File: config.mk
export PLATFORM = sky130hd
export DESIGN_NAME = bdHostBridge
export DESIGN_NICKNAME = d
export VERILOG_FILES = /design/src/source/bdHostPkg.sv /design/src/source/regWriteIf.sv /design/src/source/bdHostBridge.sv /design/src/source/upstreamPacker.sv /design/src/source/configRegs.sv /design/src/source/hostWordDecoder.sv /design/src/source/wordFifo.sv
export SDC_FILE = /design/constraint.sdc
export NUM_CORES = 1
export LEC_CHECK = 0
export BUFFER_PORTS_ARGS = -buffer_cell sky130_fd_sc_hd__buf_2
export CAP_MARGIN = 20
export CORE_UTILIZATION = 41
export CTS_CLUSTER_DIAMETER = 40
export CTS_CLUSTER_SIZE = 20
export DETAILED_ROUTE_END_ITERATION = 8
export PLACE_DENSITY = 0.62
export SETUP_SLACK_MARGIN = 0.4
export SYNTH_ARGS = -nofsm -noshare
export SYNTH_HDL_FRONTEND = slang
export SYNTH_SLANG_ARGS = --single-unit
File: constraint.sdc
create_clock -name clk -period 11.7 [get_ports clk]
set_input_delay 0.585 -clock clk [delete_from_list [all_inputs] [get_ports clk]]
set_output_delay 0.585 -clock clk [all_outputs]
set_load 0.05 [all_outputs]
File: src/source/bdHostPkg.sv
package bdHostPkg;

  // ------------------------------------------------------------------------
  // Host word geometry
  // ------------------------------------------------------------------------
  localparam int hostWordW = 32;  // Pipe word, both directions
  localparam int upWordW   = 34;  // Chip word coming up from the chip
  localparam int upLowW    = 24;  // Chip bits carried by the low host word

  localparam int codeW    = 6;    // Leaf code of a downstream word
  localparam int payloadW = 20;
  localparam int codeLsb  = 24;   // Code sits right under the kind bits
  localparam int fieldLsb = 24;   // Register or channel id, same spot

  // Configuration registers
  localparam int regIdW     = 5;
  localparam int regDataW   = 16;
  localparam int numRegs    = 32;
  localparam int resetRegId = 31; // Bit 0 downstream reset, bit 1 upstream reset

  // Top two bits of an inbound host word
  typedef enum logic [1:0] {
    kindBd   = 2'b00,  // Word for the chip
    kindNone = 2'b01,  // Ignored
    kindReg  = 2'b10,  // Config register write
    kindChan = 2'b11   // Channel write, pulsed out
  } hostKindT;

  // Header byte of an upstream host word
  typedef enum logic [7:0] {
    tagLow  = 8'h01,   // Chip bits 23..0
    tagHigh = 8'h02    // Chip bits 33..24
  } upTagT;

  // Downstream chip word, code on top
  typedef struct packed {
    logic [codeW-1:0]    code;
    logic [payloadW-1:0] payload;
  } bdWordT;

endpackage
File: src/source/regWriteIf.sv
`timescale 1ns/100ps

// Decoded register or channel write, one-cycle strobe, no back-pressure
interface regWriteIf;

  logic                           valid;   // Strobe
  logic                           isChan;  // Channel write, not a register
  logic [bdHostPkg::regIdW-1:0]   addr;    // Register or channel id
  logic [bdHostPkg::regDataW-1:0] data;

  modport source (
    output valid, isChan, addr, data
  );

  modport sink (
    input valid, isChan, addr, data
  );

endinterface

File: src/source/bdHostBridge.sv
`timescale 1ns/100ps

// Host pipe to neuromorphic chip bridge, single clock
module bdHostBridge #(
  parameter int downDepth = 8,  // Downstream FIFO depth
  parameter int upDepth   = 8   // Upstream FIFO depth, 2 or more
) (
  input  logic                                clk,
  input  logic                                rstN,
  // Host pipe in
  input  logic                                pipeInValid,
  input  logic [bdHostPkg::hostWordW-1:0]     pipeInData,
  output logic                                pipeInFull,
  // Host pipe out
  input  logic                                pipeOutRead,
  output logic [bdHostPkg::hostWordW-1:0]     pipeOutData,
  output logic                                pipeOutEmpty,
  // Chip out
  output logic                                bdOutValid,
  input  logic                                bdOutReady,
  output bdHostPkg::bdWordT                   bdOutData,
  // Chip in
  input  logic                                bdInValid,
  output logic                                bdInReady,
  input  logic [bdHostPkg::upWordW-1:0]       bdInData,
  // Channel writes
  output logic                                chanValid,
  output logic [bdHostPkg::regIdW-1:0]        chanId,
  output logic [bdHostPkg::regDataW-1:0]      chanData
);

  regWriteIf regWr ();

  logic                              downWrite;
  bdHostPkg::bdWordT                 downWord;
  logic                              downEmpty;
  logic                              downReset, upReset;
  logic                              upWrite;
  logic [bdHostPkg::hostWordW-1:0]   upData;
  logic [$clog2(upDepth+1)-1:0]      upFree;

  // ------------------------------------------------------------------------
  // Inbound side
  // ------------------------------------------------------------------------
  hostWordDecoder decoder (
    .clk, .rstN,
    .pipeInValid, .pipeInData,
    .regWr     (regWr.source),
    .downWrite, .downWord,
    .chanValid, .chanId, .chanData
  );

  configRegs regs (
    .clk, .rstN,
    .regWr     (regWr.sink),
    .downReset, .upReset
  );

  assign bdOutValid = !downEmpty;  // Head word ready for the chip

  wordFifo #(.width($bits(bdHostPkg::bdWordT)), .depth(downDepth)) downFifo (
    .clk, .rstN,
    .flush     (downReset),
    .write     (downWrite),
    .writeData (downWord),
    .read      (bdOutValid && bdOutReady),  // Pop on transfer
    .readData  (bdOutData),
    .empty     (downEmpty),
    .full      (pipeInFull),
    .freeCount ()
  );

  // ------------------------------------------------------------------------
  // Outbound side
  // ------------------------------------------------------------------------
  upstreamPacker #(.depth(upDepth)) packer (
    .clk, .rstN,
    .hold      (upReset),
    .bdInValid, .bdInReady, .bdInData,
    .freeCount (upFree),
    .fifoWrite (upWrite),
    .fifoData  (upData)
  );

  wordFifo #(.width(bdHostPkg::hostWordW), .depth(upDepth)) upFifo (
    .clk, .rstN,
    .flush     (upReset),
    .write     (upWrite),
    .writeData (upData),
    .read      (pipeOutRead),
    .readData  (pipeOutData),
    .empty     (pipeOutEmpty),
    .full      (),              // Packer watches freeCount instead
    .freeCount (upFree)
  );

endmodule

File: src/source/upstreamPacker.sv
`timescale 1ns/100ps

// Turns one chip word into a low and a high tagged host word
module upstreamPacker #(
  parameter int depth = 8  // Upstream FIFO depth, sizes freeCount
) (
  input  logic                              clk,
  input  logic                              rstN,
  input  logic                              hold,       // Upstream reset
  input  logic                              bdInValid,
  output logic                              bdInReady,
  input  logic [bdHostPkg::upWordW-1:0]     bdInData,
  input  logic [$clog2(depth+1)-1:0]        freeCount,  // Space left in the FIFO
  output logic                              fifoWrite,
  output logic [bdHostPkg::hostWordW-1:0]   fifoData
);

  localparam int cntW  = $clog2(depth + 1);
  localparam int highW = bdHostPkg::upWordW - bdHostPkg::upLowW;  // 10 bits
  localparam int padW  = bdHostPkg::hostWordW - $bits(bdHostPkg::upTagT) - highW;

  typedef enum logic {
    stIdle,   // Waiting for a chip word
    stHigh    // Low word issued, high word next
  } stateT;

  stateT            state;
  logic [highW-1:0] highBits;  // Upper chip bits, kept for the second word
  logic             accept;

  // No new word until both halves are in the FIFO
  assign bdInReady = (state == stIdle) && !fifoWrite && !hold &&
                     (freeCount >= cntW'(2));
  assign accept    = bdInValid && bdInReady;

  // ------------------------------------------------------------------------
  // Control
  // ------------------------------------------------------------------------
  always_ff @(posedge clk) begin
    if (!rstN || hold) begin
      state     <= stIdle;
      fifoWrite <= 1'b0;
    end else begin
      fifoWrite <= 1'b0;
      case (state)
        stIdle: begin
          if (accept) begin
            state     <= stHigh;
            fifoWrite <= 1'b1;  // Low word
          end
        end
        stHigh: begin
          state     <= stIdle;
          fifoWrite <= 1'b1;    // High word
        end
        default: state <= stIdle;
      endcase
    end
  end

  // Payload
  always_ff @(posedge clk) begin
    if (accept) begin
      highBits <= bdInData[bdHostPkg::upWordW-1:bdHostPkg::upLowW];
      fifoData <= {bdHostPkg::tagLow, bdInData[bdHostPkg::upLowW-1:0]};
    end else if (state == stHigh) begin
      fifoData <= {bdHostPkg::tagHigh, {padW{1'b0}}, highBits};  // Zero padded
    end
  end

endmodule

File: src/source/configRegs.sv
`timescale 1ns/100ps

// Configuration register bank, source of the path resets
module configRegs (
  input  logic    clk,
  input  logic    rstN,
  regWriteIf.sink regWr,
  output logic    downReset,  // Flushes downstream path
  output logic    upReset     // Flushes upstream path
);

  logic [bdHostPkg::regDataW-1:0] regs [bdHostPkg::numRegs];
  logic                           regWrite;

  // Channel writes pass by the bank
  assign regWrite = regWr.valid && !regWr.isChan;

  // ------------------------------------------------------------------------
  // Register array
  // ------------------------------------------------------------------------
  always_ff @(posedge clk) begin
    if (!rstN) begin
      for (int i = 0; i < bdHostPkg::numRegs; i++) begin
        if (i == bdHostPkg::resetRegId)
          regs[i] <= bdHostPkg::regDataW'(3);  // Both paths held
        else
          regs[i] <= '0;
      end
    end else if (regWrite) begin
      regs[regWr.addr] <= regWr.data;  // Unused ids just store, acts as nop
    end
  end

  // Reset levels
  always_ff @(posedge clk) begin
    if (!rstN) begin
      downReset <= 1'b1;
      upReset   <= 1'b1;
    end else begin
      downReset <= regs[bdHostPkg::resetRegId][0];
      upReset   <= regs[bdHostPkg::resetRegId][1];
    end
  end

endmodule

File: src/source/hostWordDecoder.sv
`timescale 1ns/100ps

// Splits the inbound host stream by word kind
module hostWordDecoder (
  input  logic                                 clk,
  input  logic                                 rstN,
  input  logic                                 pipeInValid,
  input  logic [bdHostPkg::hostWordW-1:0]      pipeInData,
  regWriteIf.source                            regWr,
  output logic                                 downWrite,   // Push into downstream FIFO
  output bdHostPkg::bdWordT                    downWord,
  output logic                                 chanValid,   // One-cycle pulse
  output logic [bdHostPkg::regIdW-1:0]         chanId,
  output logic [bdHostPkg::regDataW-1:0]       chanData
);

  bdHostPkg::hostKindT kind;

  logic                             regValid;
  logic                             regIsChan;
  logic [bdHostPkg::regIdW-1:0]     fieldId;   // Shared by register and channel writes
  logic [bdHostPkg::regDataW-1:0]   fieldData;

  // Kind lives in the top two bits
  assign kind = bdHostPkg::hostKindT'(
    pipeInData[bdHostPkg::hostWordW-1 -: $bits(bdHostPkg::hostKindT)]);

  // ------------------------------------------------------------------------
  // Strobes, cleared by reset
  // ------------------------------------------------------------------------
  always_ff @(posedge clk) begin
    if (!rstN) begin
      downWrite <= 1'b0;
      regValid  <= 1'b0;
      regIsChan <= 1'b0;
      chanValid <= 1'b0;
    end else begin
      downWrite <= pipeInValid && (kind == bdHostPkg::kindBd);
      // Register and channel writes both strobe the interface
      regValid  <= pipeInValid &&
                   ((kind == bdHostPkg::kindReg) || (kind == bdHostPkg::kindChan));
      regIsChan <= (kind == bdHostPkg::kindChan);
      chanValid <= pipeInValid && (kind == bdHostPkg::kindChan);
      // kindNone falls through, nothing fires
    end
  end

  // ------------------------------------------------------------------------
  // Field capture
  // ------------------------------------------------------------------------
  always_ff @(posedge clk) begin
    if (pipeInValid) begin
      downWord.code    <= pipeInData[bdHostPkg::codeLsb +: bdHostPkg::codeW];
      downWord.payload <= pipeInData[bdHostPkg::payloadW-1:0];
      fieldId          <= pipeInData[bdHostPkg::fieldLsb +: bdHostPkg::regIdW];
      fieldData        <= pipeInData[bdHostPkg::regDataW-1:0];
    end
  end

  assign regWr.valid  = regValid;
  assign regWr.isChan = regIsChan;
  assign regWr.addr   = fieldId;
  assign regWr.data   = fieldData;

  assign chanId   = fieldId;    // Channel sideband mirrors the write fields
  assign chanData = fieldData;

endmodule

File: src/source/wordFifo.sv
`timescale 1ns/100ps

// First-word-fall-through circular buffer
module wordFifo #(
  parameter int width = 32,
  parameter int depth = 8
) (
  input  logic                       clk,
  input  logic                       rstN,
  input  logic                       flush,      // Empties the buffer
  input  logic                       write,
  input  logic [width-1:0]           writeData,
  input  logic                       read,
  output logic [width-1:0]           readData,   // Head word, valid while not empty
  output logic                       empty,
  output logic                       full,
  output logic [$clog2(depth+1)-1:0] freeCount
);

  localparam int ptrW = (depth > 1) ? $clog2(depth) : 1;
  localparam int cntW = $clog2(depth + 1);

  logic [width-1:0] mem [depth];
  logic [ptrW-1:0]  wrPtr, rdPtr;
  logic [cntW-1:0]  count;
  logic             doWrite, doRead;

  assign empty     = (count == '0) || flush;  // Flushing looks empty at once
  assign full      = (count == cntW'(depth));
  assign freeCount = cntW'(depth) - count;
  assign readData  = mem[rdPtr];

  assign doWrite = write && !full && !flush;  // Dropped when full
  assign doRead  = read && !empty;

  // Pointers and fill level
  always_ff @(posedge clk) begin
    if (!rstN || flush) begin
      wrPtr <= '0;
      rdPtr <= '0;
      count <= '0;
    end else begin
      if (doWrite)
        wrPtr <= (wrPtr == ptrW'(depth - 1)) ? '0 : wrPtr + 1'b1;  // Wrap for any depth
      if (doRead)
        rdPtr <= (rdPtr == ptrW'(depth - 1)) ? '0 : rdPtr + 1'b1;
      if (doWrite && !doRead)
        count <= count + 1'b1;
      else if (doRead && !doWrite)
        count <= count - 1'b1;
    end
  end

  // Storage
  always_ff @(posedge clk) begin
    if (doWrite)
      mem[wrPtr] <= writeData;
  end

endmodule

After elaboration in Yosys (flattened, before gate mapping)
Memory sizes are Yosys's and may differ from the RTL's. A register that Yosys moved wholly into a read port is not among the register bits.
Index checks and enable logic that the tools add are counted.
- reductions and logical operators: 45
- eq/ne operators: 8
- add/subtract/negate cells: 9
- magnitude comparators: 1
- mux-type cells: 28
- bitwise operators: 1
- operator list (operator ; count):
    24-bit two-way mux ; 2
    3-bit two-way mux ; 8
    1-bit logical AND ; 19
    16-bit two-way mux ; 1
    4-bit two-way mux ; 4
    16-bit OR reduction ; 1
    1-bit zero test ; 14
    3-bit by 1-bit adder with 3-bit output, second input constant ; 4
    3-bit == test, second input constant ; 4
    1-bit two-way mux ; 10
    4-bit by 1-bit adder with 4-bit output, second input constant ; 2
    4-bit == test, second input constant ; 2
    4-bit zero test ; 2
    4-bit by 1-bit subtractor with 4-bit output, second input constant ; 2
    2-bit nonzero test ; 3
    1-bit logical OR ; 5
    5-bit two-way mux ; 1
    2-bit == test, second input constant ; 2
    4-bit by 2-bit greater-or-equal comparator with 1-bit output, second input constant ; 1
    1-bit one-hot mux with 2 select lines ; 2
    4-bit subtractor, first input constant ; 1
    2-bit zero test ; 1
    1-bit inverter ; 1
- memories kept: 3
- output and inout port bits: 84
- bits in registers: 109
- bits of input ports: 72
- bits in writable memories: 928
- memory list (name ; words ; width ; read ports ; clocked after memory_dff ; write ports ; RTL line ; source):
    regs.regs ; 32 ; 16 ; 1 ; 1 ; 32 ; configRegs.sv:12 ; logic [bdHostPkg::regDataW-1:0] regs [bdHostPkg::numRegs];
    downFifo.mem ; 8 ; 26 ; 1 ; 1 ; 1 ; wordFifo.sv:23 ; logic [width-1:0] mem [depth];
    upFifo.mem ; 8 ; 26 ; 1 ; 1 ; 1 ; wordFifo.sv:23 ;

Logic depth before layout (Yosys ltp)
Gate-level depths: netlist (run 1).
- depth in word-level cells: 8
- depth in mapped cells: 12

Cells and area by module
Synthesis (run 1) repeated with hierarchy kept, for this count alone.
- cells, all modules: 1017
- area, all modules: 22061.2 um^2
- by module, submodules not included (module ; area each (um^2) ; times used ; cells each):
    wordFifo at upFifo ; 10500.1 ; 1 ; 457
    wordFifo at downFifo ; 8718.4 ; 1 ; 387
    upstreamPacker ; 1458.9 ; 1 ; 84
    hostWordDecoder ; 1213.7 ; 1 ; 76
    configRegs ; 160.2 ; 1 ; 11
    bdHostBridge ; 10.0 ; 1 ; 2

Least setup slack after synthesis (run 1)
No wires, ideal clock.
- path type: register to register
- start: register downFifo.count[0]
- end: memory downFifo.mem[4][0] (netlist bit) (enable)
- period minus slack after synthesis: 4.401 ns
- stages on the path, launching flop included: 5
- setup time: 0.484 ns
- setup slack: 7.299 ns
- buffers on the path: 1
- arrival time: 3.917 ns
- cells stage by stage: dfxtp_1 nor4b_2 or3b_1 buf_2 nor4b_1
- cells in the longest elaborated chain, start to end: 6
- RTL lines (item ; RTL line ; source):
    start: declaration ; wordFifo.sv:25 ; logic [cntW-1:0] count;
    start signal: assignment ; wordFifo.sv:48 ; count <= count + 1'b1;
    start signal: assignment ; wordFifo.sv:50 ; count <= count - 1'b1;
    4-bit == test ; wordFifo.sv:29 ; assign full = (count == cntW'(depth));
    net pipeInFull ; bdHostBridge.sv:13 ; output logic pipeInFull,
    1-bit zero test ; wordFifo.sv:33 ; assign doWrite = write && !full && !flush;
    1-bit logical AND (2 in series) ; wordFifo.sv:33 ;
    1-bit two-way mux ; wordFifo.sv:56 ; if (doWrite)
    1-bit two-way mux (implied by the code) ; wordFifo.sv:57 ; mem[wrPtr] <= writeData;
    end: declaration ; wordFifo.sv:23 ;
The timed path passes the listed nets, and every way through them passes these cells.

==> reports/qor.yml, run 1 <==
outcome: "finished, final reports clean"
routedWlPerCell_um: 21.0
postRouteAntennaNets: 0
grt_pass1_wl_um: 56600
endpoint_kind: "primary output"
io_buffer_count: 145
cts_resized: 0
fmax_mhz: 281
ys.warnings.count: 0
grt_pass1_vias: 9547
gp_congestion: 0.685
via_per_inst: 5.14
die-area_mm2: 0.0490
diodes: 0
clock-sinks: 514
hold_path_end: "decoder.chanData[8]"
synth-seq-cells: 514
core_area_mm2: 0.0475
die_y_um: 221
clkSlewWorstSetupHoldPaths_ns: 0.06
drive_gt1_share_pct: 41.9
antenna_found_initial: 0
leakage_nw: 7.91
drt_iter0_markers: 622
synth_flop_cell: "edfxtp_1"
grt_max_degree: 53
ir_drop_uv: 143
hold_violations: 0
setup-violations-final: 0
drcViolationCount: 0
fp.dieW_um: 221
arrival_ns: 2.97
fin_util_pct: 49.6
regArea_mm2: 0.0151
rows: 80
min_period_ns: 3.55
synthCells: 921
grt_use_total_pct: 15.5
ctsRootBufferMaster: "clkbuf_16"
yosysSeqAreaShare_pct: 76.4
slew_violations: 0
clock-skew-final_ns: 0.0293
wl_um: 37300
critPathKind: "reg2out"
syn_to_final_growth_pct: 19.7
synth_area_mm2: 0.0197
min_from: "pipeInData[8]"
worst_pin_slew_ns: 0.883
synth_top_area_cell: "edfxtp_1"
r2r-end: "upFifo.count[3]"
synth_edf_count: 478
insertion_delay_ns: 0.60
num_vias: 9125
hold_buffers: 0
dr.pass1.iters: 4
postCtsSetupBuffers: 0
cts_max_path_buffers: 3
async_reset_ff_share_pct: 0
whs_path_depth: 1
r2r_cells: 12
period_share_pct: 30.4
synthTopCellsByArea: "edfxtp_1, mux4_2, dfxtp_1"
r2r_slack_ns: 8.79
pwr_density_cell_mw_per_mm2: 181
slew_headroom_pct: 41.1
hold_path.class: "in2reg"
numCtsBuffers: 73
setup_tns_ns: 0
worstPathMaxFanout: 38
cp-start-kind: "flip-flop"
required_ns: 11.12
dp_hpwl_um: 19600
synth_top_area_share_pct: 72.8
ios: 156
start_util_pct: 41.5
gr-total-overflow: 0
yosys.cell_types.count: 50
nFillCells: 3858
r2r-start: "upFifo.count[0]"
maxCapViolCount: 0
htreeDepth: 3
multiInputGateArea_mm2: 0.00431
nets: 1192
cts_tree: "yes"
syn_area_per_cell_um2: 21.4
rsz0062_at_grt: "no"
## cells in the mapped netlist, types with 2 or more instances
| cell | number |
|---|---|
| nand2b_1 | 9 |
| and2_1 | 17 |
| nor2_1 | 27 |
| nor3b_2 | 2 |
| mux2_4 | 10 |
| nor4_1 | 4 |
| inv_1 | 9 |
| xor2_1 | 2 |
| buf_1 | 6 |
| mux2_2 | 53 |
| and3_1 | 2 |
| edfxtp_1 | 478 |
| a21oi_1 | 10 |
| nor3_1 | 9 |
| clkbuf_1 | 18 |
| dfxtp_1 | 36 |
| mux4_2 | 104 |
| nor3b_1 | 3 |
| or3_1 | 2 |
| nand3b_1 | 6 |
| nand3_1 | 5 |
| nand2_1 | 14 |
| a21oi_2 | 2 |
| xnor2_1 | 3 |
| ha_1 | 16 |
| buf_2 | 4 |
| buf_4 | 37 |
| or2_2 | 3 |
| fa_1 | 2 |
| a211oi_1 | 2 |
| mux2i_1 | 7 |
## layout by cell type (no fill, tap or decap), types with 4 or more instances in the layout
master,synthesis,final
nand3b_1,6,6
bufinv_16,0,6
clkinv_8,0,4
nor2_1,27,23
clkinv_4,0,7
nor2_2,0,4
buf_4,37,22
ha_1,16,16
nand3_1,5,5
clkinv_2,0,5
nor3_2,0,7
clkinvlp_4,0,7
clkbuf_1,18,7
nand2_1,14,14
or2_2,3,4
edfxtp_1,478,478
conb_1,1,6
mux4_2,104,104
buf_2,4,145
inv_1,9,9
mux2_4,10,10
nand2b_1,9,9
a21oi_1,10,10
mux2i_1,7,7
clkinv_1,0,7
nor3b_2,2,4
inv_6,0,7
mux2_2,53,53
inv_8,0,5
and2_1,17,17
dfxtp_1,36,31
clkbuf_16,0,75
## worst max-delay path, stage by stage (launching register included)
cell	delay, ns
dfxtp_4	0.54
buf_4	0.69
mux4_2	0.60
mux2_2	0.31
buf_2	0.22
## how the worst max path moves through the flow
stage | from | to | cells after the start
after floorplan | downFifo.count[0] | downFifo.mem[4][0] | 4
after global placement | flip-flop | bdOutData[24] | 4
after detailed placement | flip-flop | pipeOutData[25] | 4
after CTS | flip-flop | pipeOutData[25] | 4
after global routing | flip-flop | pipeOutData[25] | 4
final | flip-flop | pipeOutData[22] | 4
## sequential cells by signal (all words and copies together) (netlist names), 2 cells and up, named ones only
| signal | flops |
|---|---|
| upFifo.wrPtr | 3 |
| downFifo.wrPtr | 3 |
| decoder.chanData | 15 |
| upFifo.rdPtr | 3 |
| decoder.downWord | 7 |
| packer.highBits | 10 |
| downFifo.rdPtr | 3 |
| upFifo.count | 4 |
| downFifo.count | 4 |
| regs.regs | 2 |
| decoder.chanId | 4 |
| downFifo.mem | 208 |
| packer.fifoData | 26 |
| upFifo.mem | 208 |
## metrics by stage
| step | worst slack, ns | hold slack (ns) | area (µm²) | instances | power, mW |
|---|---|---|---|---|---|
| 2_1_floorplan | 7.30 | 0.401 | 19700 | 926 | 2.10 |
| 3_3_place_gp | 8.66 | 0.411 | 21100 | 1642 | 2.11 |
| 3_5_place_dp | 8.66 | 0.412 | 21100 | 1642 | 2.11 |
| 4_1_cts | 8.01 | 0.116 | 23600 | 1776 | 4.33 |
| 5_1_grt | 7.92 | 0.127 | 23600 | 1776 | 4.40 |
| 6_report | 8.15 | 0.154 | 23600 | 1776 | 4.28 |
## cells by family after synthesis
| kind of cell | Yosys count | synth area share [%] |
|---|---|---|
| AOI/OAI and AO/OA | 23 | 0.787 |
| and+or+nand+nor | 110 | 3.09 |
| muxes | 174 | 16.0 |
| buffers and inverters | 76 | 2.21 |
| xor gates and xnor gates | 5 | 0.222 |
| other | 1 | 0.0190 |
| adders and majority gates | 18 | 1.22 |
| DFF | 514 | 76.4 |
## routing by layer
layer | GRT usage (%) | share of wire (%) | vias to the layer above
li1 | - | - | 4089
met1 | 19.9 | 43 | 4754
met2 | 25.3 | 49 | 223
met3 | 4.13 | 6.0 | 59
met4 | 5.66 | 2.1 | 0
met5 | 0 | 0 | -
## power by group
part / switching [mW] / total (mW) / internal (mW) / leakage (nW)
logic: 0.0349 / 0.0474 / 0.0125 / 1.94
registers: 0.0177 / 2.03 / 2.01 / 4.77
clock network: 0.854 / 2.20 / 1.35 / 1.20
total: 0.907 / 4.28 / 3.37 / 7.91
## layout make-up
cell class,count,area share (%)
flip-flops and latches,514,63.9
multi-input cells,336,18.3
clock buffers,83,8.12
repair buffers,167,3.77
well taps,615,3.26
clock inverters,51,2.49
inverters,10,0.159
Note: power is estimated with default switching activity, not from simulation.
==> run 2, diff against run 1 <==
==> constraint.sdc (replaced) <==
create_clock -name clk -period 3.5 [get_ports clk]
set_input_delay 0.175 -clock clk [delete_from_list [all_inputs] [get_ports clk]]
set_output_delay 0.175 -clock clk [all_outputs]
set_load 0.05 [all_outputs]
==> run 2 against run 1 <==
Sequential share of layout area decreased by 1.4 points. Die area stayed put. Count of clock-buffer cells in the layout is 12 lower. Critical path type unchanged. Clock power rose to 3.0 times the previous value. Final cell count up 3.3%. Clock skew decreased by 0.00079 ns.
==> reports/qor.yml, run 2 (synthesis gave the netlist of run 1 again) <==
outcome: "finished, final reports clean"  # unchanged
setup_tns_ns: 0  # unchanged
r2r_cells: 10  # was 12
slew_violations: 0  # unchanged
crit_chain: "buf_12 -> mux4_2 -> mux2_2 -> buf_2"  # was buf_4 -> mux4_2 -> mux2_2 -> buf_2
cts_tree: "yes"  # unchanged
rows: 80  # unchanged
fmax_mhz: 355
die_y_um: 221  # unchanged
insertion_delay_ns: 0.60  # about the same
path_depth: 4  # unchanged
finalHoldWorstSlack_ns: 0.110  # was 0.154 ns
wl_um: 37800  # was 37300 µm
start_util_pct: 41.5  # unchanged
slowest_delay_ns: 0.61  # was 0.69 ns
drcViolationCount: 0  # unchanged
nFillCells: 3760  # was 3858
antenna_found_initial: 1  # was 0
grt_use_total_pct: 15.9  # was 15.5%
setup-violations-final: 0  # unchanged
ctsRootBufferMaster: "clkbuf_16"  # unchanged
pwr_density_cell_mw_per_mm2: 564  # was 181 mW/mm²
ios: 156  # unchanged
top_regs: "downFifo.mem: 208 flops, upFifo.mem: 208 flops, packer.fifoData: 26 flops"  # unchanged
endpoint_kind: "primary output"  # unchanged
min_from: "bdOutReady"  # was pipeInData[8]
worst_pin_slew_ns: 0.941  # was 0.883 ns
gp_congestion: 0.706  # was 0.685
whs_path_depth: 4  # was 1
gr-total-overflow: 0  # unchanged
core_area_mm2: 0.0475  # unchanged
drive_gt1_share_pct: 39.8  # was 41.9%
cp-start-kind: "flip-flop"  # unchanged
cts_max_path_buffers: 3  # unchanged
r2r-start: "downFifo.count[0]"  # was upFifo.count[0]
period_share_pct: 80.4
routedWlPerCell_um: 20.6  # was 21.0 µm
clock-sinks: 514  # unchanged
num_vias: 9342  # was 9125
die-area_mm2: 0.0490  # unchanged
postRouteAntennaNets: 0  # unchanged
fin_util_pct: 50.7  # was 49.6%
final_cell_mix: "edfxtp_1, buf_2, mux4_2"  # unchanged
htreeDepth: 3  # unchanged
dr.pass1.iters: 4  # unchanged
cts_resized: 0  # unchanged
via_per_inst: 5.09  # was 5.14
syn_to_final_growth_pct: 22.3  # was 19.7%
crit_slowest_cell: "dfxtp_4"  # was buf_4
finalPower_mw: 13.6  # was 4.28 mW
drt_iter0_markers: 565  # was 622
diodes: 0  # unchanged
grt_max_degree: 53  # unchanged
r2r-end: "downFifo.count[3]"  # was upFifo.count[3]
numCtsBuffers: 67  # was 73
dp_hpwl_um: 20300  # was 19600 µm
rsz0062_at_grt: "no"  # unchanged
hold_violations: 0  # unchanged
hold_path.class: "in2reg"  # unchanged
slew_headroom_pct: 37.2  # was 41.1%
fp.dieW_um: 221  # unchanged
nets: 1258  # was 1192
worstPathMaxFanout: 33  # was 38
grt_pass1_wl_um: 58100  # was 56600 µm
clock-skew-final_ns: 0.0285  # was 0.0293 ns
grt_pass1_vias: 10000  # was 9547
r2r_slack_ns: 0.72  # was 8.79 ns
min_period_ns: 2.82
crit_buf_inv: 2  # unchanged
leakage_nw: 8.07  # was 7.91 nW
arrival_ns: 2.64  # was 2.97 ns
layout_commonest_cell: "edfxtp_1"  # unchanged
io_buffer_count: 145  # unchanged
maxCapViolCount: 0  # unchanged
required_ns: 3.32  # was 11.12 ns
cp_top_family: "multiplexers"  # was buffers and inverters
ir_drop_uv: 394  # was 143 µV
critPathKind: "reg2out"  # unchanged
clkSlewWorstSetupHoldPaths_ns: 0.05  # was 0.06 ns
[run 2: changes by cell type in the layout (fill, tap and decap cells not counted), sizes merged, moves of 3 or more]
cell and change:
inv +4, clkinv -3, clkbuf -12, buf +7, bufinv -4, dlygate4sd3 +65
[run 2: cell type report]
type	instances	area, µm²	share of cell area, %
timing repair buffer	239	1640	6.82
tap	615	769	3.19
sequential	514	15100	62.5
inverter	10	37.5	0.156
multi-input combinational	336	4380	18.2
clock buffer	71	1720	7.14
clock inverter	49	475	1.97
[run 2: worst max path at each step]
stage | to | from
final | bdOutData[21] | flip-flop
after global routing | downFifo.count[3] | downFifo.count[0]
after CTS | upFifo.count[3] | upFifo.count[0]
after detailed placement | upFifo.count[3] | upFifo.count[0]
after global placement | upFifo.count[3] | upFifo.count[0]
after floorplan | upFifo.mem[2][0] | upFifo.count[0]
[run 2: worst reg2reg max path, stage by stage, from the launching register on]
cell	delay (ns)
dfxtp_1	0.38
nor4b_4	0.34
or3b_1	0.41
inv_2	0.11
ha_1	0.21
inv_1	0.13
ha_1	0.29
a21oi_1	0.18
a211oi_1	0.09
a31oi_1	0.18
mux2_2	0.35
[run 2: per-stage QoR]
step / setup WS [ns] / cell area [µm²] / instances
after CTS: 0.523 / 24100 / 1831
after floorplan: 0.0801 / 19800 / 926
final: 0.685 / 24100 / 1834
after detailed placement: 0.541 / 21200 / 1646
after global routing: 0.518 / 24100 / 1834
after global placement: 0.629 / 21200 / 1646
[run 2: where the power goes]
group          switching (mW)  total, mW  internal (mW)
registers              0.0590       6.78           6.72
logic                   0.127      0.216         0.0884
clock network            2.76       6.61           3.85
total                    2.94       13.6           10.7
[run 2: per-layer routing]
metal / track usage (%) / wire, µm
met3: 3.98 / 2060
met1: 19.4 / 15600
met2: 27.1 / 19200
met5: 0 / 0
met4: 6.34 / 976
[run 2: timing repair]
item / CTS / global route
buffers inserted: 0 / 3
endpoints found under the hold margin: 66 / 0
hold buffers: 65 / 0
endpoints found under the setup margin: 0 / 1
==> run 3, diff against run 2 <==
--- a/config.mk
+++ b/config.mk
@@ -11,7 +11,7 @@
 export CTS_CLUSTER_DIAMETER = 40
 export CTS_CLUSTER_SIZE = 20
 export DETAILED_ROUTE_END_ITERATION = 8
-export PLACE_DENSITY = 0.62
+export PLACE_DENSITY = 0.64
 export SETUP_SLACK_MARGIN = 0.4
 export SYNTH_ARGS = -nofsm -noshare
 export SYNTH_HDL_FRONTEND = slang
==> constraint.sdc (replaced) <==
create_clock -name clk -period 2.5 [get_ports clk]
set_input_delay 0.125 -clock clk [delete_from_list [all_inputs] [get_ports clk]]
set_output_delay 0.125 -clock clk [all_outputs]
set_load 0.05 [all_outputs]
==> run 3 against run 2 <==
Register-to-register slack worse by 0.44 ns. Critical path type unchanged. Clock power rose by 42%. Clock skew down 0.0062 ns. Highest routed layer is now met5.
==> reports/qor.yml, run 3 (synthesis gave the netlist of run 1 again) <==
pre_cts_ws_ns: 0.0969  # was 0.541 ns
clkSlewWorstSetupHoldPaths_ns: 0.05  # about the same
drive_gt1_share_pct: 44.6  # was 39.8%
drcViolationCount: 0  # unchanged
grt_max_degree: 53  # unchanged
gr-total-overflow: 0  # unchanged
arrival_ns: 2.33  # was 2.64 ns
clock-skew-final_ns: 0.0224  # was 0.0285 ns
dp_hpwl_um: 20200  # was 20300 µm
syn_to_final_growth_pct: 31.0  # was 22.3%
ir_drop_uv: 590  # was 394 µV
met2_usage_pct: 26.9  # was 27.1%
cellInternalPower_mw: 15.0  # was 10.7 mW
slew_violations: 0  # unchanged
cts_tree: "yes"  # unchanged
core_area_mm2: 0.0475  # unchanged
gp_congestion: 0.714  # was 0.706
dr.pass1.iters: 4  # unchanged
grt_pass1_vias: 10100  # was 10000
slew_headroom_pct: 49.4  # was 37.2%
fin_area_mm2: 0.0258  # was 0.0241 mm²
layout_commonest_cell: "edfxtp_1"  # unchanged
min_period_ns: 2.46
p_sw_mw: 4.15  # was 2.94 mW
combPwrFrac_pct: 1.6  # about the same
cp-start-kind: "flip-flop"  # unchanged
htreeDepth: 3  # unchanged
hold_path.class: "in2reg"  # unchanged
ios: 156  # unchanged
die-area_mm2: 0.0490  # unchanged
rsz0062_at_grt: "yes"  # was no
p_seq_share_pct: 49.4  # was 49.8%
stdcell_count: 1882  # was 1834
postRouteAntennaNets: 0  # unchanged
fmax_mhz: 407
antenna_found_initial: 1  # unchanged
clock-sinks: 514  # unchanged
worst_pin_slew_ns: 0.760  # was 0.941 ns
ctsRootBufferMaster: "clkbuf_16"  # unchanged
place_area_mm2: 0.0217  # was 0.0212 mm²
grt-busiest-layer: "met2"  # unchanged
numCtsBuffers: 69  # was 67
setup-violations-final: 0  # unchanged
grt_pass1_wl_um: 59600  # was 58100 µm
nets: 1301  # was 1258
endpoint_kind: "primary output"  # unchanged
fin_util_pct: 54.3  # was 50.7%
io_buffer_count: 145  # unchanged
maxCapViolCount: 0  # unchanged
via_per_inst: 5.07  # was 5.09
finalHoldWorstSlack_ns: 0.156  # was 0.110 ns
start_util_pct: 41.5  # unchanged
nFillCells: 3554  # was 3760
rows: 80  # unchanged
fp.dieW_um: 221  # unchanged
required_ns: 2.38  # was 3.32 ns
outcome: "finished, final reports clean"  # unchanged
num_vias: 9539  # was 9342
grtUsageMet1_pct: 21.4  # was 19.4%
dp.cells: 1653  # was 1646
pwr-share-clk_pct: 49.0  # was 48.6%
routedWlPerCell_um: 20.9  # was 20.6 µm
critPathKind: "reg2out"  # unchanged
diodes: 0  # unchanged
setup_ws_ns: 0.0445  # was 0.685 ns
leakage_nw: 8.76  # was 8.07 nW
die_y_um: 221  # unchanged
grt.met3_usage_pct: 3.57  # was 3.98%
setup_tns_ns: 0  # unchanged
final_cell_mix: "edfxtp_1, mux4_2, buf_2"  # was edfxtp_1, buf_2, mux4_2
switching_share_pct: 21.6  # about the same
finalPower_mw: 19.2  # was 13.6 mW
worstPathMaxFanout: 8  # was 33
pwr_density_cell_mw_per_mm2: 743  # was 564 mW/mm²
drt_iter0_markers: 467  # was 565
hold_violations: 0  # unchanged
insertion_delay_ns: 0.60  # about the same
wl_um: 39400  # was 37800 µm
grt_use_total_pct: 16.3  # was 15.9%
top_regs: "downFifo.mem: 208 flops, upFifo.mem: 208 flops, packer.fifoData: 26 flops"  # unchanged
period_share_pct: 98.2
cts_max_path_buffers: 3  # unchanged
-- run 3: changes by cell type in the layout (fill, tap and decap cells not counted), moves of 6 or more --
cell / previous run / this run
dfxtp_1: 32 / 24
ha_4: 0 / 6
buf_2: 145 / 94
buf_12: 4 / 29
mux2_4: 10 / 43
buf_6: 0 / 35
buf_16: 0 / 9
mux2_2: 53 / 20
ha_1: 16 / 8
buf_8: 0 / 20
-- run 3: worst paths after layout --
path / cells past startpoint / to / slack [ns] / start
setup / recovery: 5 / pipeOutData[19] / 0.04 / flip-flop
hold / removal: 5 / flip-flop / 0.16 / pipeOutRead
setup reg to reg: 10 / downFifo.count[3] / 0.28 / downFifo.count[3]
hold reg to reg: 1 / regs.downReset / 0.44 / regs.regs[31][0]
-- run 3: cell type report --
type	instances	area, µm²	share of cell area [%]
Timing Repair Buffer	280	2890	11.2
Tap cell	615	769	2.98
Clock buffer	73	1760	6.82
Inverter	10	52.6	0.203
Sequential cell	514	15100	58.5
Multi-Input combinational cell	336	4750	18.4
Clock inverter	54	503	1.95
-- run 3: power by group through the flow --
stage	clock network (mW)	registers, mW	logic (mW)
global placement	0	9.66	0.223
global route	9.91	9.49	0.317
detailed placement	0	9.66	0.224
finish	9.41	9.48	0.304
CTS	9.60	9.48	0.302
floorplan	0	9.63	0.169
-- run 3: repair_timing --
action                                  4_1_cts  5_1_grt
hold endpoints to repair                     70        0
gates cloned                                  7        2
resized for setup                           121       91
buffers inserted                             21        7
pin swaps                                    16        8
hold buffers                                 65        0
endpoints found under the setup margin      124      119
-- run 3: critical path, cell delays in order, from the launching register on --
cell and delay, ns:
dfxtp_4 0.47, buf_12 0.17, buf_16 0.15, mux4_2 0.51
mux2_4 0.29, buf_8 0.15
-- run 3: per-layer routing --
layer	vias up	wire length (µm)	share of wire, %
met5	-	13	0.033
met2	247	19800	50
met3	56	2130	5.4
met1	4907	16700	42
li1	4327	-	-
met4	2	804	2.0
